## config.mk

```make
export PLATFORM = sky130hd
export DESIGN_NAME = sc_datapath
export DESIGN_NICKNAME = d
export VERILOG_FILES = /design/src/verilog/datapath_pkg.sv /design/src/verilog/fetch_stage.sv /design/src/verilog/scoreboard.sv /design/src/verilog/alu_lane.sv /design/src/verilog/writeback.sv /design/src/verilog/sc_datapath.sv
export SDC_FILE = /design/constraint.sdc
export NUM_CORES = 1
export LEC_CHECK = 0
export ABC_CLOCK_PERIOD_IN_PS = 10900
export BUFFER_PORTS_ARGS = -buffer_cell sky130_fd_sc_hd__buf_2
export CAP_MARGIN = 20
export CORE_ASPECT_RATIO = 1.75
export CORE_MARGIN = 4
export CORE_UTILIZATION = 55
export DETAILED_ROUTE_END_ITERATION = 8
export MAX_ROUTING_LAYER = met4
export PLACE_DENSITY = 0.76
export SLEW_MARGIN = 20
export SYNTH_ARGS = -nofsm -noshare
export SYNTH_HDL_FRONTEND = slang
export SYNTH_SLANG_ARGS = --single-unit
```

## constraint.sdc

```tcl
create_clock -name CLK -period 10.9 [get_ports CLK]
set_input_delay 1.635 -clock CLK [delete_from_list [all_inputs] [get_ports CLK]]
set_output_delay 1.635 -clock CLK [all_outputs]
set_load 0.05 [all_outputs]
```

## src/verilog/datapath_pkg.sv

```systemverilog
// datapath package with the ISA encoding, bundles and width constants
package datapath_pkg;

    // data and register file geometry
    localparam int XLEN  = 16;
    localparam int NREG  = 8;
    localparam int REG_W = 3;

    // 4-bit operation encoding
    typedef enum logic [3:0] {
        OP_ADD  = 4'd0,
        OP_SUB  = 4'd1,
        OP_AND  = 4'd2,
        OP_OR   = 4'd3,
        OP_XOR  = 4'd4,
        OP_SLL  = 4'd5,
        OP_SRL  = 4'd6,
        OP_LI   = 4'd7,
        OP_HALT = 4'd15
    } opcode_t;

    // instruction word as it arrives on the instruction port, 24 bits
    typedef struct packed {
        opcode_t          op;
        logic [REG_W-1:0] rd;
        logic [REG_W-1:0] rs1;
        logic [REG_W-1:0] rs2;
        logic [7:0]       imm;
        logic [2:0]       pad;
    } instr_t;

    // operands already read from the register file
    typedef struct packed {
        opcode_t          op;
        logic [REG_W-1:0] rd;
        logic [XLEN-1:0]  opa;
        logic [XLEN-1:0]  opb;
        logic [7:0]       imm;
    } issue_t;

    // one result headed for the register file
    typedef struct packed {
        logic [REG_W-1:0] rd;
        logic [XLEN-1:0]  wdat;
    } wb_t;

    // execution lane state
    typedef enum logic [1:0] {
        LANE_IDLE = 2'd0,
        LANE_BUSY = 2'd1,
        LANE_DONE = 2'd2
    } lane_state_t;

endpackage

```

## src/verilog/fetch_stage.sv

```systemverilog
// fetch stage, receiving side of the four-phase instruction port with a one-entry buffer
`timescale 1ns/1ps

module fetch_stage
    import datapath_pkg::*;
(
    input  logic   CLK,
    input  logic   nrst,
    input  logic   instr_req,
    input  instr_t instr,
    output logic   instr_ack,
    output logic   fetch_valid,
    output instr_t fetch_instr,
    input  logic   fetch_take
);

    typedef enum logic {
        WAIT_REQ,
        WAIT_DROP
    } hs_state_t;

    hs_state_t state;
    logic      buf_valid;
    instr_t    buf_instr;
    logic      capture;

    // only take a new word when the buffer has been emptied
    assign capture = (state == WAIT_REQ) && instr_req && !buf_valid;

    always_ff @(posedge CLK, negedge nrst) begin
        if (!nrst) begin
            state     <= WAIT_REQ;
            buf_valid <= 1'b0;
        end else begin
            case (state)
                WAIT_REQ: begin
                    if (capture) begin
                        state <= WAIT_DROP;
                    end
                end
                WAIT_DROP: begin
                    // source has released, ack can fall
                    if (!instr_req) begin
                        state <= WAIT_REQ;
                    end
                end
                default: state <= WAIT_REQ;
            endcase

            if (capture) begin
                buf_valid <= 1'b1;
            end else if (fetch_take) begin
                buf_valid <= 1'b0;
            end
        end
    end

    // payload, qualified by buf_valid
    always_ff @(posedge CLK) begin
        if (capture) begin
            buf_instr <= instr;
        end
    end

    assign instr_ack   = (state == WAIT_DROP);
    assign fetch_valid = buf_valid;
    assign fetch_instr = buf_instr;

endmodule

```

## src/verilog/scoreboard.sv

```systemverilog
// scoreboard with register file, busy tracking, hazard stall, lane pick and halt detection
`timescale 1ns/1ps

module scoreboard
    import datapath_pkg::*;
#(
    parameter int N_LANES = 3
)
(
    input  logic               CLK,
    input  logic               nrst,
    input  logic               fetch_valid,
    input  instr_t             fetch_instr,
    output logic               fetch_take,
    input  logic [N_LANES-1:0] lane_busy,
    output logic [N_LANES-1:0] issue_en,
    output issue_t             issue,
    input  logic               wb_valid,
    input  wb_t                wb,
    output logic               halt
);

    logic [XLEN-1:0]    regs [NREG];
    logic [NREG-1:0]    busy;
    logic               halt_seen;
    logic               halt_q;

    logic               is_halt;
    logic               uses_rs;
    logic               busy_hazard;
    logic               wb_hazard;
    logic [N_LANES-1:0] lane_idle;
    logic [N_LANES-1:0] lane_pick;
    logic               issue_go;
    logic               core_empty;

    assign is_halt = (fetch_instr.op == OP_HALT);

    // load immediate reads no source registers
    assign uses_rs = (fetch_instr.op != OP_LI);

    always_comb begin
        busy_hazard = busy[fetch_instr.rd];
        if (uses_rs) begin
            busy_hazard = busy_hazard || busy[fetch_instr.rs1] || busy[fetch_instr.rs2];
        end
    end

    // a register being written back this cycle is not yet readable
    always_comb begin
        wb_hazard = 1'b0;
        if (wb_valid) begin
            wb_hazard = (wb.rd == fetch_instr.rd);
            if (uses_rs) begin
                wb_hazard = wb_hazard || (wb.rd == fetch_instr.rs1)
                                      || (wb.rd == fetch_instr.rs2);
            end
        end
    end

    // lowest idle lane, isolated as a one-hot
    assign lane_idle = ~lane_busy;
    assign lane_pick = lane_idle & (~lane_idle + 1'b1);

    assign issue_go   = fetch_valid && !is_halt && !busy_hazard && !wb_hazard
                        && (|lane_idle);
    assign issue_en   = issue_go ? lane_pick : '0;
    assign fetch_take = issue_go || (fetch_valid && is_halt);

    // operand read straight from the register file
    assign issue.op  = fetch_instr.op;
    assign issue.rd  = fetch_instr.rd;
    assign issue.opa = regs[fetch_instr.rs1];
    assign issue.opb = regs[fetch_instr.rs2];
    assign issue.imm = fetch_instr.imm;

    // register file starts cleared
    always_ff @(posedge CLK, negedge nrst) begin
        if (!nrst) begin
            for (int r = 0; r < NREG; r++) begin
                regs[r] <= '0;
            end
        end else if (wb_valid) begin
            regs[wb.rd] <= wb.wdat;
        end
    end

    // clear on writeback, set on issue; same register cannot do both in one cycle
    always_ff @(posedge CLK, negedge nrst) begin
        if (!nrst) begin
            busy <= '0;
        end else begin
            if (wb_valid) begin
                busy[wb.rd] <= 1'b0;
            end
            if (issue_go) begin
                busy[fetch_instr.rd] <= 1'b1;
            end
        end
    end

    // nothing in flight once every busy bit and every lane is clear
    assign core_empty = !(|busy) && !(|lane_busy);

    always_ff @(posedge CLK, negedge nrst) begin
        if (!nrst) begin
            halt_seen <= 1'b0;
            halt_q    <= 1'b0;
        end else begin
            if (fetch_valid && is_halt) begin
                halt_seen <= 1'b1;
            end
            // sticky until reset
            if (halt_seen && core_empty) begin
                halt_q <= 1'b1;
            end
        end
    end

    assign halt = halt_q;

endmodule

```

## src/verilog/alu_lane.sv

```systemverilog
// execution lane, single-step logic ops and bit-serial shifts, result held until granted
`timescale 1ns/1ps

module alu_lane
    import datapath_pkg::*;
(
    input  logic   CLK,
    input  logic   nrst,
    input  logic   issue_en,
    input  issue_t issue,
    output logic   lane_busy,
    output logic   done,
    output wb_t    res,
    input  logic   grant
);

    lane_state_t     state;
    wb_t             res_q;
    logic [3:0]      cnt;
    logic            shift_left;

    logic            is_shift;
    logic [3:0]      amount;
    logic [XLEN-1:0] quick;

    assign is_shift = (issue.op == OP_SLL) || (issue.op == OP_SRL);

    // shift amount from the low nibble of rs2
    assign amount = issue.opb[3:0];

    always_comb begin
        case (issue.op)
            OP_ADD:  quick = issue.opa + issue.opb;
            OP_SUB:  quick = issue.opa - issue.opb;
            OP_AND:  quick = issue.opa & issue.opb;
            OP_OR:   quick = issue.opa | issue.opb;
            OP_XOR:  quick = issue.opa ^ issue.opb;
            OP_LI:   quick = {{(XLEN-8){1'b0}}, issue.imm};
            // zero-amount shift passes the operand through
            default: quick = issue.opa;
        endcase
    end

    always_ff @(posedge CLK, negedge nrst) begin
        if (!nrst) begin
            state <= LANE_IDLE;
        end else begin
            case (state)
                LANE_IDLE: begin
                    if (issue_en) begin
                        if (is_shift && (amount != 4'd0)) begin
                            state <= LANE_BUSY;
                        end else begin
                            state <= LANE_DONE;
                        end
                    end
                end
                LANE_BUSY: begin
                    // last bit position this cycle
                    if (cnt == 4'd1) begin
                        state <= LANE_DONE;
                    end
                end
                LANE_DONE: begin
                    if (grant) begin
                        state <= LANE_IDLE;
                    end
                end
                default: state <= LANE_IDLE;
            endcase
        end
    end

    // working value lives in the result register while shifting
    always_ff @(posedge CLK) begin
        if ((state == LANE_IDLE) && issue_en) begin
            res_q.rd   <= issue.rd;
            res_q.wdat <= quick;
            cnt        <= amount;
            shift_left <= (issue.op == OP_SLL);
        end else if (state == LANE_BUSY) begin
            res_q.wdat <= shift_left ? (res_q.wdat << 1) : (res_q.wdat >> 1);
            cnt        <= cnt - 4'd1;
        end
    end

    assign lane_busy = (state != LANE_IDLE);
    assign done      = (state == LANE_DONE);
    assign res       = res_q;

endmodule

```

## src/verilog/writeback.sv

```systemverilog
// writeback, round-robin drain of finished lanes into one registered result stream
`timescale 1ns/1ps

module writeback
    import datapath_pkg::*;
#(
    parameter int N_LANES = 3
)
(
    input  logic               CLK,
    input  logic               nrst,
    input  logic [N_LANES-1:0] done,
    input  wb_t                res [N_LANES],
    output logic [N_LANES-1:0] grant,
    output logic               wb_valid,
    output wb_t                wb
);

    localparam int PTR_W = (N_LANES > 1) ? $clog2(N_LANES) : 1;

    logic [PTR_W-1:0] last_q;
    logic [PTR_W-1:0] grant_idx;
    logic             any_grant;

    // search starts one past the last winner
    always_comb begin
        int idx;
        grant     = '0;
        grant_idx = last_q;
        any_grant = 1'b0;
        for (int k = 1; k <= N_LANES; k++) begin
            idx = (int'(last_q) + k) % N_LANES;
            if (!any_grant && done[idx]) begin
                any_grant      = 1'b1;
                grant[idx]     = 1'b1;
                grant_idx      = PTR_W'(idx);
            end
        end
    end

    always_ff @(posedge CLK, negedge nrst) begin
        if (!nrst) begin
            wb_valid <= 1'b0;
            last_q   <= PTR_W'(N_LANES - 1);
        end else begin
            wb_valid <= any_grant;
            if (any_grant) begin
                last_q <= grant_idx;
            end
        end
    end

    // result payload, qualified by wb_valid
    always_ff @(posedge CLK) begin
        if (any_grant) begin
            wb <= res[grant_idx];
        end
    end

endmodule

```

## src/verilog/sc_datapath.sv

```systemverilog
// scalar datapath top, fetch into scoreboard, parallel ALU lanes and round-robin writeback
`timescale 1ns/1ps

module sc_datapath
    import datapath_pkg::*;
#(
    parameter int N_LANES = 3
)
(
    input  logic   CLK,
    input  logic   nrst,
    input  logic   instr_req,
    input  instr_t instr,
    output logic   instr_ack,
    output logic   wb_valid,
    output wb_t    wb,
    output logic   halt
);

    logic               fetch_valid;
    instr_t             fetch_instr;
    logic               fetch_take;

    logic [N_LANES-1:0] lane_busy;
    logic [N_LANES-1:0] issue_en;
    issue_t             issue;

    logic [N_LANES-1:0] lane_done;
    logic [N_LANES-1:0] lane_grant;
    wb_t                lane_res [N_LANES];

    fetch_stage i_fetch (
        .CLK         (CLK),
        .nrst        (nrst),
        .instr_req   (instr_req),
        .instr       (instr),
        .instr_ack   (instr_ack),
        .fetch_valid (fetch_valid),
        .fetch_instr (fetch_instr),
        .fetch_take  (fetch_take)
    );

    scoreboard #(.N_LANES(N_LANES)) i_scoreboard (
        .CLK         (CLK),
        .nrst        (nrst),
        .fetch_valid (fetch_valid),
        .fetch_instr (fetch_instr),
        .fetch_take  (fetch_take),
        .lane_busy   (lane_busy),
        .issue_en    (issue_en),
        .issue       (issue),
        .wb_valid    (wb_valid),
        .wb          (wb),
        .halt        (halt)
    );

    // identical lanes sharing one issue bundle
    for (genvar i = 0; i < N_LANES; i++) begin : g_lane
        alu_lane i_lane (
            .CLK       (CLK),
            .nrst      (nrst),
            .issue_en  (issue_en[i]),
            .issue     (issue),
            .lane_busy (lane_busy[i]),
            .done      (lane_done[i]),
            .res       (lane_res[i]),
            .grant     (lane_grant[i])
        );
    end

    writeback #(.N_LANES(N_LANES)) i_writeback (
        .CLK      (CLK),
        .nrst     (nrst),
        .done     (lane_done),
        .res      (lane_res),
        .grant    (lane_grant),
        .wb_valid (wb_valid),
        .wb       (wb)
    );

endmodule

```

* Yosys cells after proc, flatten, opt, wreduce, memory -nomap -nowiden *
Cells that the tools add are included.

cells by class
  add/sub/neg operators = 9
  divide/modulo/power cells = 3
  order comparisons = 17
  equality and inequality tests = 30
  multiplexer cells = 86
  bitwise logic cells = 16
  reduce and logical (&&, ||, !) cells = 53

operator list
  cell                   number
  $mux 16                14
  $bwmux 128             1
  $bmux 16 s3            2
  $ge 32x1->1 const B    3
  $lt 32x4->1 const B    3
  $mod 32x3->32 const B  3
  $pmux 16 s6            1
  $demux 16 s3           1
  $bmux 19 s2            1
  $mux 19                2
  $mux 2                 13
  $mux 1                 24
  $mux 4                 6
  $logic_and 1x1->1      21
  $pmux 2 s3             3
  $add 16x16->16         1
  $and 16x16->16         1
  $eq 4x1->1 const B     4
  $eq 4x3->1 const B     4
  $lt 3x4->1 const B     4
  $mux 8                 2
  $or 16x16->16          1
  $sub 16x16->16         1
  $xor 16x16->16         1
  40 further kinds       97

word-level totals
  register bits after elaboration = 261
  input port bits = 27
  output and inout port bits = 22
  logic and storage cells = 251

* Logic depth before layout (Yosys ltp) *
Gate-level depths: netlist (run 1).

  depth after elaboration = 16
  mapped depth = 19
  mapped depth without buffers = 16

* Modules after synthesis *
A second synthesis (run 1) with hierarchy kept.

second synthesis, totals
  cell total of the unflattened synthesis = 1890
  area, all modules = 20541.0 µm²

by module, submodules not included
  module       times used  cells an instance  area each (µm²)  seq. area each (µm²)
  alu_lane     3           415                3530.9           770.7
  scoreboard   1           496                7636.1           3453.3
  writeback    1           118                1506.4           646.9
  fetch_stage  1           31                 805.8            770.7

* Worst setup path after synthesis (run 1) *
No wires, ideal clock.

  kind = register to register
  start point = reg i_fetch.buf_instr (netlist bit i_fetch.fetch_instr[13])
  end point = reg g_lane[0].i_lane.res_q (netlist bit g_lane[0].i_lane.res[15]) (data pin)
  setup time = 278 ps
  arrival time = 4178 ps
  required time = 10622 ps
  path slack = 6445 ps
  cell stages (with the launch flop) = 17
  buffers on the path = 2
  clock period less this slack = 4455 ps
  cells stage by stage = edfxtp_1 buf_2 buf_1 mux4_2 mux2i_1 ha_1 nand2_1 nor4_1 a21oi_1 xnor2_1 ha_1 a21o_1 o41a_1 o41ai_1 xnor2_1 a21oi_1 o22ai_1

on the way
  cells in the longest elaborated chain, start to end = 11
  elaborated cells on any way between the ends = 26
  classes of those cells = add/sub (2); eq/ne (1); mux (11); bitwise (4); reduce/logical (8)

RTL lines
  element                                                                  line               text
  from (decl)                                                              fetch_stage.sv:24  instr_t buf_instr;
  from (signal assigned)                                                   fetch_stage.sv:61  buf_instr <= instr;
  parallel branches: the longest is 10 deep, another holds $sub 16x16->16  n/a
  $mux 16 (*)                                                              alu_lane.sv:76     if ((state == LANE_IDLE) && issue_en) begin
  to (decl)                                                                alu_lane.sv:18     wb_t res_q;

Every way passes the cells marked *. The select of a mux whose other input is x is not followed.
A chain may end at the register's enable or synchronous reset.

* Worst setup path after layout (run 1) *
  start point = reg i_fetch.buf_instr (netlist bit i_fetch.fetch_instr[11])
  end point = reg g_lane[0].i_lane.res_q (netlist bit g_lane[0].i_lane.res[15]) (data pin)

Same word-level chain as after synthesis.

==> results of run 1 <==
kinds of logic after synthesis:
group,count (synthesis),share of synthesized area [%]
adders and majority gates,60,4.89
DFF,261,45.9
AOI/OAI and AO/OA,265,11.5
xor gates and xnor gates,37,2.10
buffers and inverters,141,3.73
muxes,265,24.0
and+or+nand+nor,240,7.89
area by class of cell:
type,count,area (sq um),share of cell area (%)
Sequential cell,261,7090,42.0
Clock inverter,11,85.1,0.504
Inverter,59,221,1.31
Timing Repair Buffer,74,449,2.66
Clock buffer,33,707,4.19
Tap cell,369,462,2.74
Multi-Input combinational cell,867,7860,46.6
power by group through the flow:
stage	combinational [mW]	sequential (mW)	clock, mW
after CTS	2.93	1.92	0.875
after global placement	2.82	1.91	0
after global routing	3.20	1.98	0.913
after detailed placement	2.90	1.93	0
final	2.95	1.92	0.860
after floorplan	2.13	1.89	0
cells in the final DEF (no fill, tap or decap), drive strengths merged, types with 55 or more instances in the layout:
cell and instances:
a21oi 80, edfxtp 112, inv 61, buf 74
dfrtp 148, mux2 141, mux2i 56, ha 58
mux4 68, nand2 55
state kept, by name, indices dropped and copies added (netlist names):
name and count:
i_fetch.fetch_valid 1, g_lane.i_lane.shift_left 3, i_scoreboard.halt 1, g_lane.i_lane.state 6, i_fetch.instr_ack 1, g_lane.i_lane.cnt 12, i_scoreboard.busy 8, i_writeback.wb_valid 1
i_scoreboard.halt_seen 1, i_writeback.last_q 2, i_writeback.wb 19, i_fetch.fetch_instr 21, i_scoreboard.regs 128, g_lane.i_lane.res 57
metal layers:
metal / up-vias / track usage [%] / wire length (um)
met2: 367 / 46.9 / 21000
li1: 4841 / - / -
met5: - / - / 0
met4: 0 / 10.8 / 1550
met1: 5463 / 28.3 / 13900
met3: 119 / 3.15 / 1740
worst paths after layout:
kind	slack, ps	to	from	cells after the start
setup / recovery	5270	g_lane[0].i_lane.res[15]$_DFFE_PP_	i_fetch.fetch_instr[11]$_DFFE_PP_	15
hold / removal	490	i_scoreboard.halt_seen$_DFFE_PN0P_	i_scoreboard.halt_seen$_DFFE_PN0P_	1
min in group asynchronous	1100	i_scoreboard.regs[61]$_DFFE_PN0P_	nrst	1
max in group asynchronous	8340	i_scoreboard.regs[83]$_DFFE_PN0P_	nrst	2
hold reg to reg	490	i_scoreboard.halt_seen$_DFFE_PN0P_	i_scoreboard.halt_seen$_DFFE_PN0P_	1
setup reg to reg	5270	g_lane[0].i_lane.res[15]$_DFFE_PP_	i_fetch.fetch_instr[11]$_DFFE_PP_	15
through the flow:
| stage | power [mW] | area, sq um |
|---|---|---|
| final | 5.73 | 16900 |
| after global routing | 6.09 | 16900 |
| after CTS | 5.72 | 16900 |
| after detailed placement | 4.83 | 16100 |
| after global placement | 4.73 | 16100 |
| after floorplan | 4.02 | 15500 |
==> out/results.md, run 1 <==
| Metric | This run |
| --- | --- |
| Post-synthesis cell type with the largest combined area | dfrtp_1 |
| Final Routed Wirelength | 38.2 mm |
| Ranking of synthesized cells by area | dfrtp_1, edfxtp_1, mux2_2 |
| Power per cell area | 340 nW/um^2 |
| Critical path required time | 11170 ps |
| First-pass GRT wire length | 61.5 mm |
| Fraction of final layout cells with drive strength greater than 1 | 26.5% |
| Final setup skew | 19.0 ps |
| Pins over their slew limit | 0 |
| Clock network fraction of total power | 15.0% |
| Chip width | 135 um |
| CTS Hold Bufs | 0 |
| TritonCTS clock tree | built |
| Crit path max fanout | 19 |
| RSZ-0062 raised after global routing | false |
| Via/cell ratio | 6.45 |
| Most frequent cells after synthesis | dfrtp_1, mux2_2, edfxtp_1 |
| Internal power of the cells | 3.28 mW |
| Total Neg Setup Slack | 0 ps |
| Post-Synthesis Mean Instance Area | 12.2 sq um |
| Post-layout worst setup margin | 5270 ps |
| Vias in the first global route | 11390 |
| Async set-or-reset flop fraction in the synthesized netlist | 57.1% |
| Portion of total power attributed to sequential cells | 33.6% |
| Number of DRC violations after detailed-routing iteration 0 | 780 |
| Setup Viol. Count Final | 0 |
| Arrival time of the worst setup path | 5890 ps |
| Post-synth design cell area | 15500 sq um |
| Number of enable-type register cells in the synthesized netlist | 112 |
| Synthesized flop and latch total | 261 |
| Register clock-pin slew on the reported worst setup and hold paths | 80 ps |
| Routed length per placed instance | 22.8 um |
| Most instantiated flip-flop cell in the synthesis netlist | dfrtp_1 |
| Slowest cell on the critical path | mux2i_1 |
| Last weighted congestion value of the routability-driven placer | 0.955 |
| Delay of the slowest critical-path stage | 800 ps |
| Final Non-Filler Cells | 1674 |
| Cell count after synthesis | 1269 |
| IO Pins | 49 |
| Crit Path Class | flip-flop to flip-flop |
| Yosys top cell area share | 24.0% |
| Gate power share | 51.4% |
| Number of buffer and inverter instances along the worst setup path | 1 |
| Starting density of the core | 56.1% |
| Number of buffers created by CTS | 24 |
| Seq/Total Area, Yosys | 45.9% |
| Period Utilization, post-route | 51.6% |
| Count of H-tree levels built during CTS | 1 |
| Half-perimeter wire length after detailed placement | 26.6 mm |
| Shortest period the worst path allows | 5630 ps |
| Worst-path cell chain | inv_2 > mux2i_1 > ha_1 > nand2_1 > nor4_1 > a21oi_1 > xnor2_1 > ha_1 > and3_1 > o31a_1 > o41a_1 > o41ai_1 > xnor2_1 > a21oi_1 > o22ai_1 |
| Path class of the lowest-slack min-delay path | flip-flop to flip-flop |
| Switching power summed over all nets | 2.45 mW |
| Placeable core area | 27500 sq um |
| Yosys warnings | 0 |
| Remaining design rule violation count | 0 |
| P&R area growth vs syn | 9.20% |
| Root buffer selected by CTS | clkbuf_16 |
| DRT antenna net count | 0 |
| Leakage power summed over all cells | 6.77 nW |
| Outcome | finished, final reports clean |
| End-of-flow core utilization | 61.3% |
| Y dimension of the die | 230 um |
| Hold Violations, Final | 0 |
| # Max-Cap Violations | 0 |
| Share of total power consumed by net switching | 42.8% |
| CP Capture Type | flip-flop |
| Launching element type of the critical path | flip-flop |
| Total overflow reported by the global router | 0 |
| WHS | 493 ps |
| Clk_lat worst skew | 550 ps |
| Total global-route track usage | 25.9% |
| CTS sink count | 261 |
| # rows | 80 |
| Maximum buffer depth of the clock tree | 3 |
| Setup repair bufs after CTS | 0 |
| Upper clock frequency limit | 0.178 GHz |
| Via total after detailed routing | 10790 |
| Antenna violations before repair | 0 |
| Area of the die | 30900 sq um |
| Placement-stage worst setup slack | 5400 ps |
| Kind of cell adding the most delay to the critical path | compound AO/OA/AOI/OAI gates |
| Worst-Margin Slew | 994 ps |
| Worst supply voltage drop on vdd | 155 uV |
| CTS resizes | 0 |
| # port buffers | 45 |
| Fill cell count | 2084 |
| Most numerous cell in the Yosys netlist | dfrtp_1 |
| Number of nets at the end of the flow | 1373 |
| Worst slew slack as a fraction of its limit | 33.7% |
| Number of antenna diodes | 0 |
| Largest net degree at the start of global routing | 79 |
| Syn_nets | 1355 |
| First-pass detailed-route iteration total | 6 |
| Number of placed instances with taps included | 1630 |
| Count of unique library cells instantiated by Yosys | 75 |
Power figures use the tool's default switching activity.
==> inputs of run 2 (changes only) <==
Settings changed: ABC_CLOCK_PERIOD_IN_PS 10900 to 5700.
Clock period 10.9 ns to 5.7 ns, I/O delays scaled along.
==> run 2 against run 1 <==
Combinational power up 91%. Largest power group unchanged. Via count up 0.19%. Maximum frequency up 11%. Critical path depth down 1. Critical endpoint is now g_lane[1].i_lane.res[15]$_DFFE_PP_. Worst setup slack worse by 4600 ps. Register-to-register slack worse by 4600 ps. Clock-buffer cell count unchanged. Cell count up 0.66%. Wire length up 3.5%. Non-clock buffer count up 10.
==> out/results.md, run 2 (synthesized netlist as in run 1, its figures left out) <==
| Metric | This run |
| --- | --- |
| Setup Viol. Count Final | 0 |
| Leakage power summed over all cells | 6.82 nW |
| Total Neg Setup Slack | 0 ps |
| WHS | 392 ps |
| Last weighted congestion value of the routability-driven placer | 0.955 |
| Number of placed instances with taps included | 1640 |
| Placement-stage worst setup slack | 656 ps |
| RSZ-0062 raised after global routing | false |
| Clock network fraction of total power | 14.8% |
| Path class of the lowest-slack min-delay path | input port to async pin |
| Root buffer selected by CTS | clkbuf_16 |
| P&R area growth vs syn | 9.72% |
| Clk_lat worst skew | 540 ps |
| TritonCTS clock tree | built |
| Antenna violations before repair | 1 |
| Worst supply voltage drop on vdd | 425 uV |
| Count of H-tree levels built during CTS | 1 |
| IO Pins | 49 |
| Final setup skew | 16.8 ps |
| Highest-count cells in the layout ignoring fill and taps | dfrtp_1, mux2_2, edfxtp_1 |
| Area of the die | 30900 sq um |
| Crit Path Class | flip-flop to flip-flop |
| Number of cells traversed by the worst register-to-register path | 14 |
| Outcome | finished, final reports clean |
| # rows | 80 |
| # Max-Cap Violations | 0 |
| Number of DRC violations after detailed-routing iteration 0 | 844 |
| CTS Hold Bufs | 0 |
| Number of nets at the end of the flow | 1383 |
| Worst-Margin Slew | 1020 ps |
| Most common cell after layout, fill and taps aside | dfrtp_1 |
| CTS sink count | 261 |
| Switching power summed over all nets | 4.69 mW |
| Share of total power consumed by net switching | 42.8% |
| Total overflow reported by the global router | 0 |
| Max reg flops | 128 |
| Upper clock frequency limit | 0.197 GHz |
| Critical path required time | 5960 ps |
| Portion of total power attributed to sequential cells | 33.9% |
| Via/cell ratio | 6.42 |
| Maximum buffer depth of the clock tree | 3 |
| Vias in the first global route | 11348 |
| CTS resizes | 0 |
| First-pass GRT wire length | 62.3 mm |
| CP Capture Type | flip-flop |
| Largest reg by FF count | i_scoreboard.regs |
| DRT antenna net count | 0 |
| # port buffers | 45 |
| Worst slew slack as a fraction of its limit | 32.3% |
| Number of buffers created by CTS | 24 |
| Power per cell area | 648 nW/um^2 |
| Starting density of the core | 56.1% |
| Reg-to-reg endpoint | g_lane[1].i_lane.res[15]$_DFFE_PP_ |
| Pins over their slew limit | 0 |
| Arrival time of the worst setup path | 5330 ps |
| Largest net degree at the start of global routing | 91 |
| End-of-flow core utilization | 61.6% |
| First-pass detailed-route iteration total | 5 |
| Y dimension of the die | 230 um |
| Gate power share | 51.2% |
| Half-perimeter wire length after detailed placement | 27.8 mm |
| Crit path max fanout | 20 |
| Register-to-Register Setup Slack | 630 ps |
| Total global-route track usage | 26.5% |
| Fraction of final layout cells with drive strength greater than 1 | 27.1% |
| Via total after detailed routing | 10811 |
| Chip width | 135 um |
| Hold Violations, Final | 0 |
| Launching element type of the critical path | flip-flop |
| Routed length per placed instance | 23.5 um |
| Register clock-pin slew on the reported worst setup and hold paths | 60 ps |
| Remaining design rule violation count | 0 |
| Shortest period the worst path allows | 5070 ps |
| Post-layout worst setup margin | 630 ps |
| Worst R2R Start | i_fetch.fetch_instr[13]$_DFFE_PP_ |
| Final Routed Wirelength | 39.5 mm |
| Period Utilization, post-route | 88.9% |
| Setup repair bufs after CTS | 0 |
| Internal power of the cells | 6.28 mW |
| Final Non-Filler Cells | 1685 |
| Placeable core area | 27500 sq um |
==> run 2: cell count changes in the layout (fill, tap and decap cells not counted), sizes merged <==
cell / before / now
buf: 74 / 84
diode: 0 / 1
==> run 2: final cells by class <==
class | instances | area, sq um
Fill cell | 2144 | 10600
Multi-Input combinational cell | 867 | 7850
Sequential cell | 261 | 7090
Clock buffer | 33 | 698
Timing Repair Buffer | 84 | 537
Tap cell | 369 | 462
Inverter | 59 | 221
Clock inverter | 11 | 85.1
Antenna cell | 1 | 2.50
==> run 2: worst max path at each step <==
stage,end,cells after the start,start
after floorplan,g_lane[0].i_lane.res[15]$_DFFE_PP_,16,i_fetch.fetch_instr[13]$_DFFE_PP_
after global routing,g_lane[0].i_lane.res[15]$_DFFE_PP_,15,i_fetch.fetch_instr[13]$_DFFE_PP_
after global placement,g_lane[1].i_lane.res[15]$_DFFE_PP_,14,i_fetch.fetch_instr[13]$_DFFE_PP_
after detailed placement,g_lane[1].i_lane.res[15]$_DFFE_PP_,14,i_fetch.fetch_instr[13]$_DFFE_PP_
final,g_lane[1].i_lane.res[15]$_DFFE_PP_,14,i_fetch.fetch_instr[13]$_DFFE_PP_
after CTS,g_lane[1].i_lane.res[15]$_DFFE_PP_,14,i_fetch.fetch_instr[13]$_DFFE_PP_
==> run 2: per-stage QoR <==
stage                     cell area [sq um]  total power, mW
after global routing                  17000             11.7
after detailed placement              16200             9.25
after floorplan                       15500             7.69
after global placement                16200             9.07
after CTS                             16900             11.0
final                                 17000             11.0
==> run 2: metal layers <==
metal  routed length [um]  share of wire [%]  global-route usage (%)
met1                14200                 36                    28.9
met2                21600                 55                    47.7
met3                 1700                4.3                    2.93
met4                 2040                5.2                    12.4
met5                    0                  0                       -
==> run 2: power groups by stage <==
stage	Sequential, mW	Clock, mW	Combinational (mW)
finish	3.72	1.63	5.63
global route	3.82	1.73	6.11
CTS	3.71	1.66	5.59
detailed placement	3.72	0	5.53
global placement	3.68	0	5.39
floorplan	3.62	0	4.07
==> run 2: worst max-delay path: stages, from the launching register on <==
cell and delay, ps:
edfxtp_1 910, mux4_2 430, mux2i_2 400, o2111ai_2 300, or3_1 500, nand2_1 110
xnor2_1 80, ha_1 360, a21o_1 200, a21o_1 200, o41a_1 420, o41ai_1 320
xnor2_1 100, a21oi_1 300, o22ai_1 140
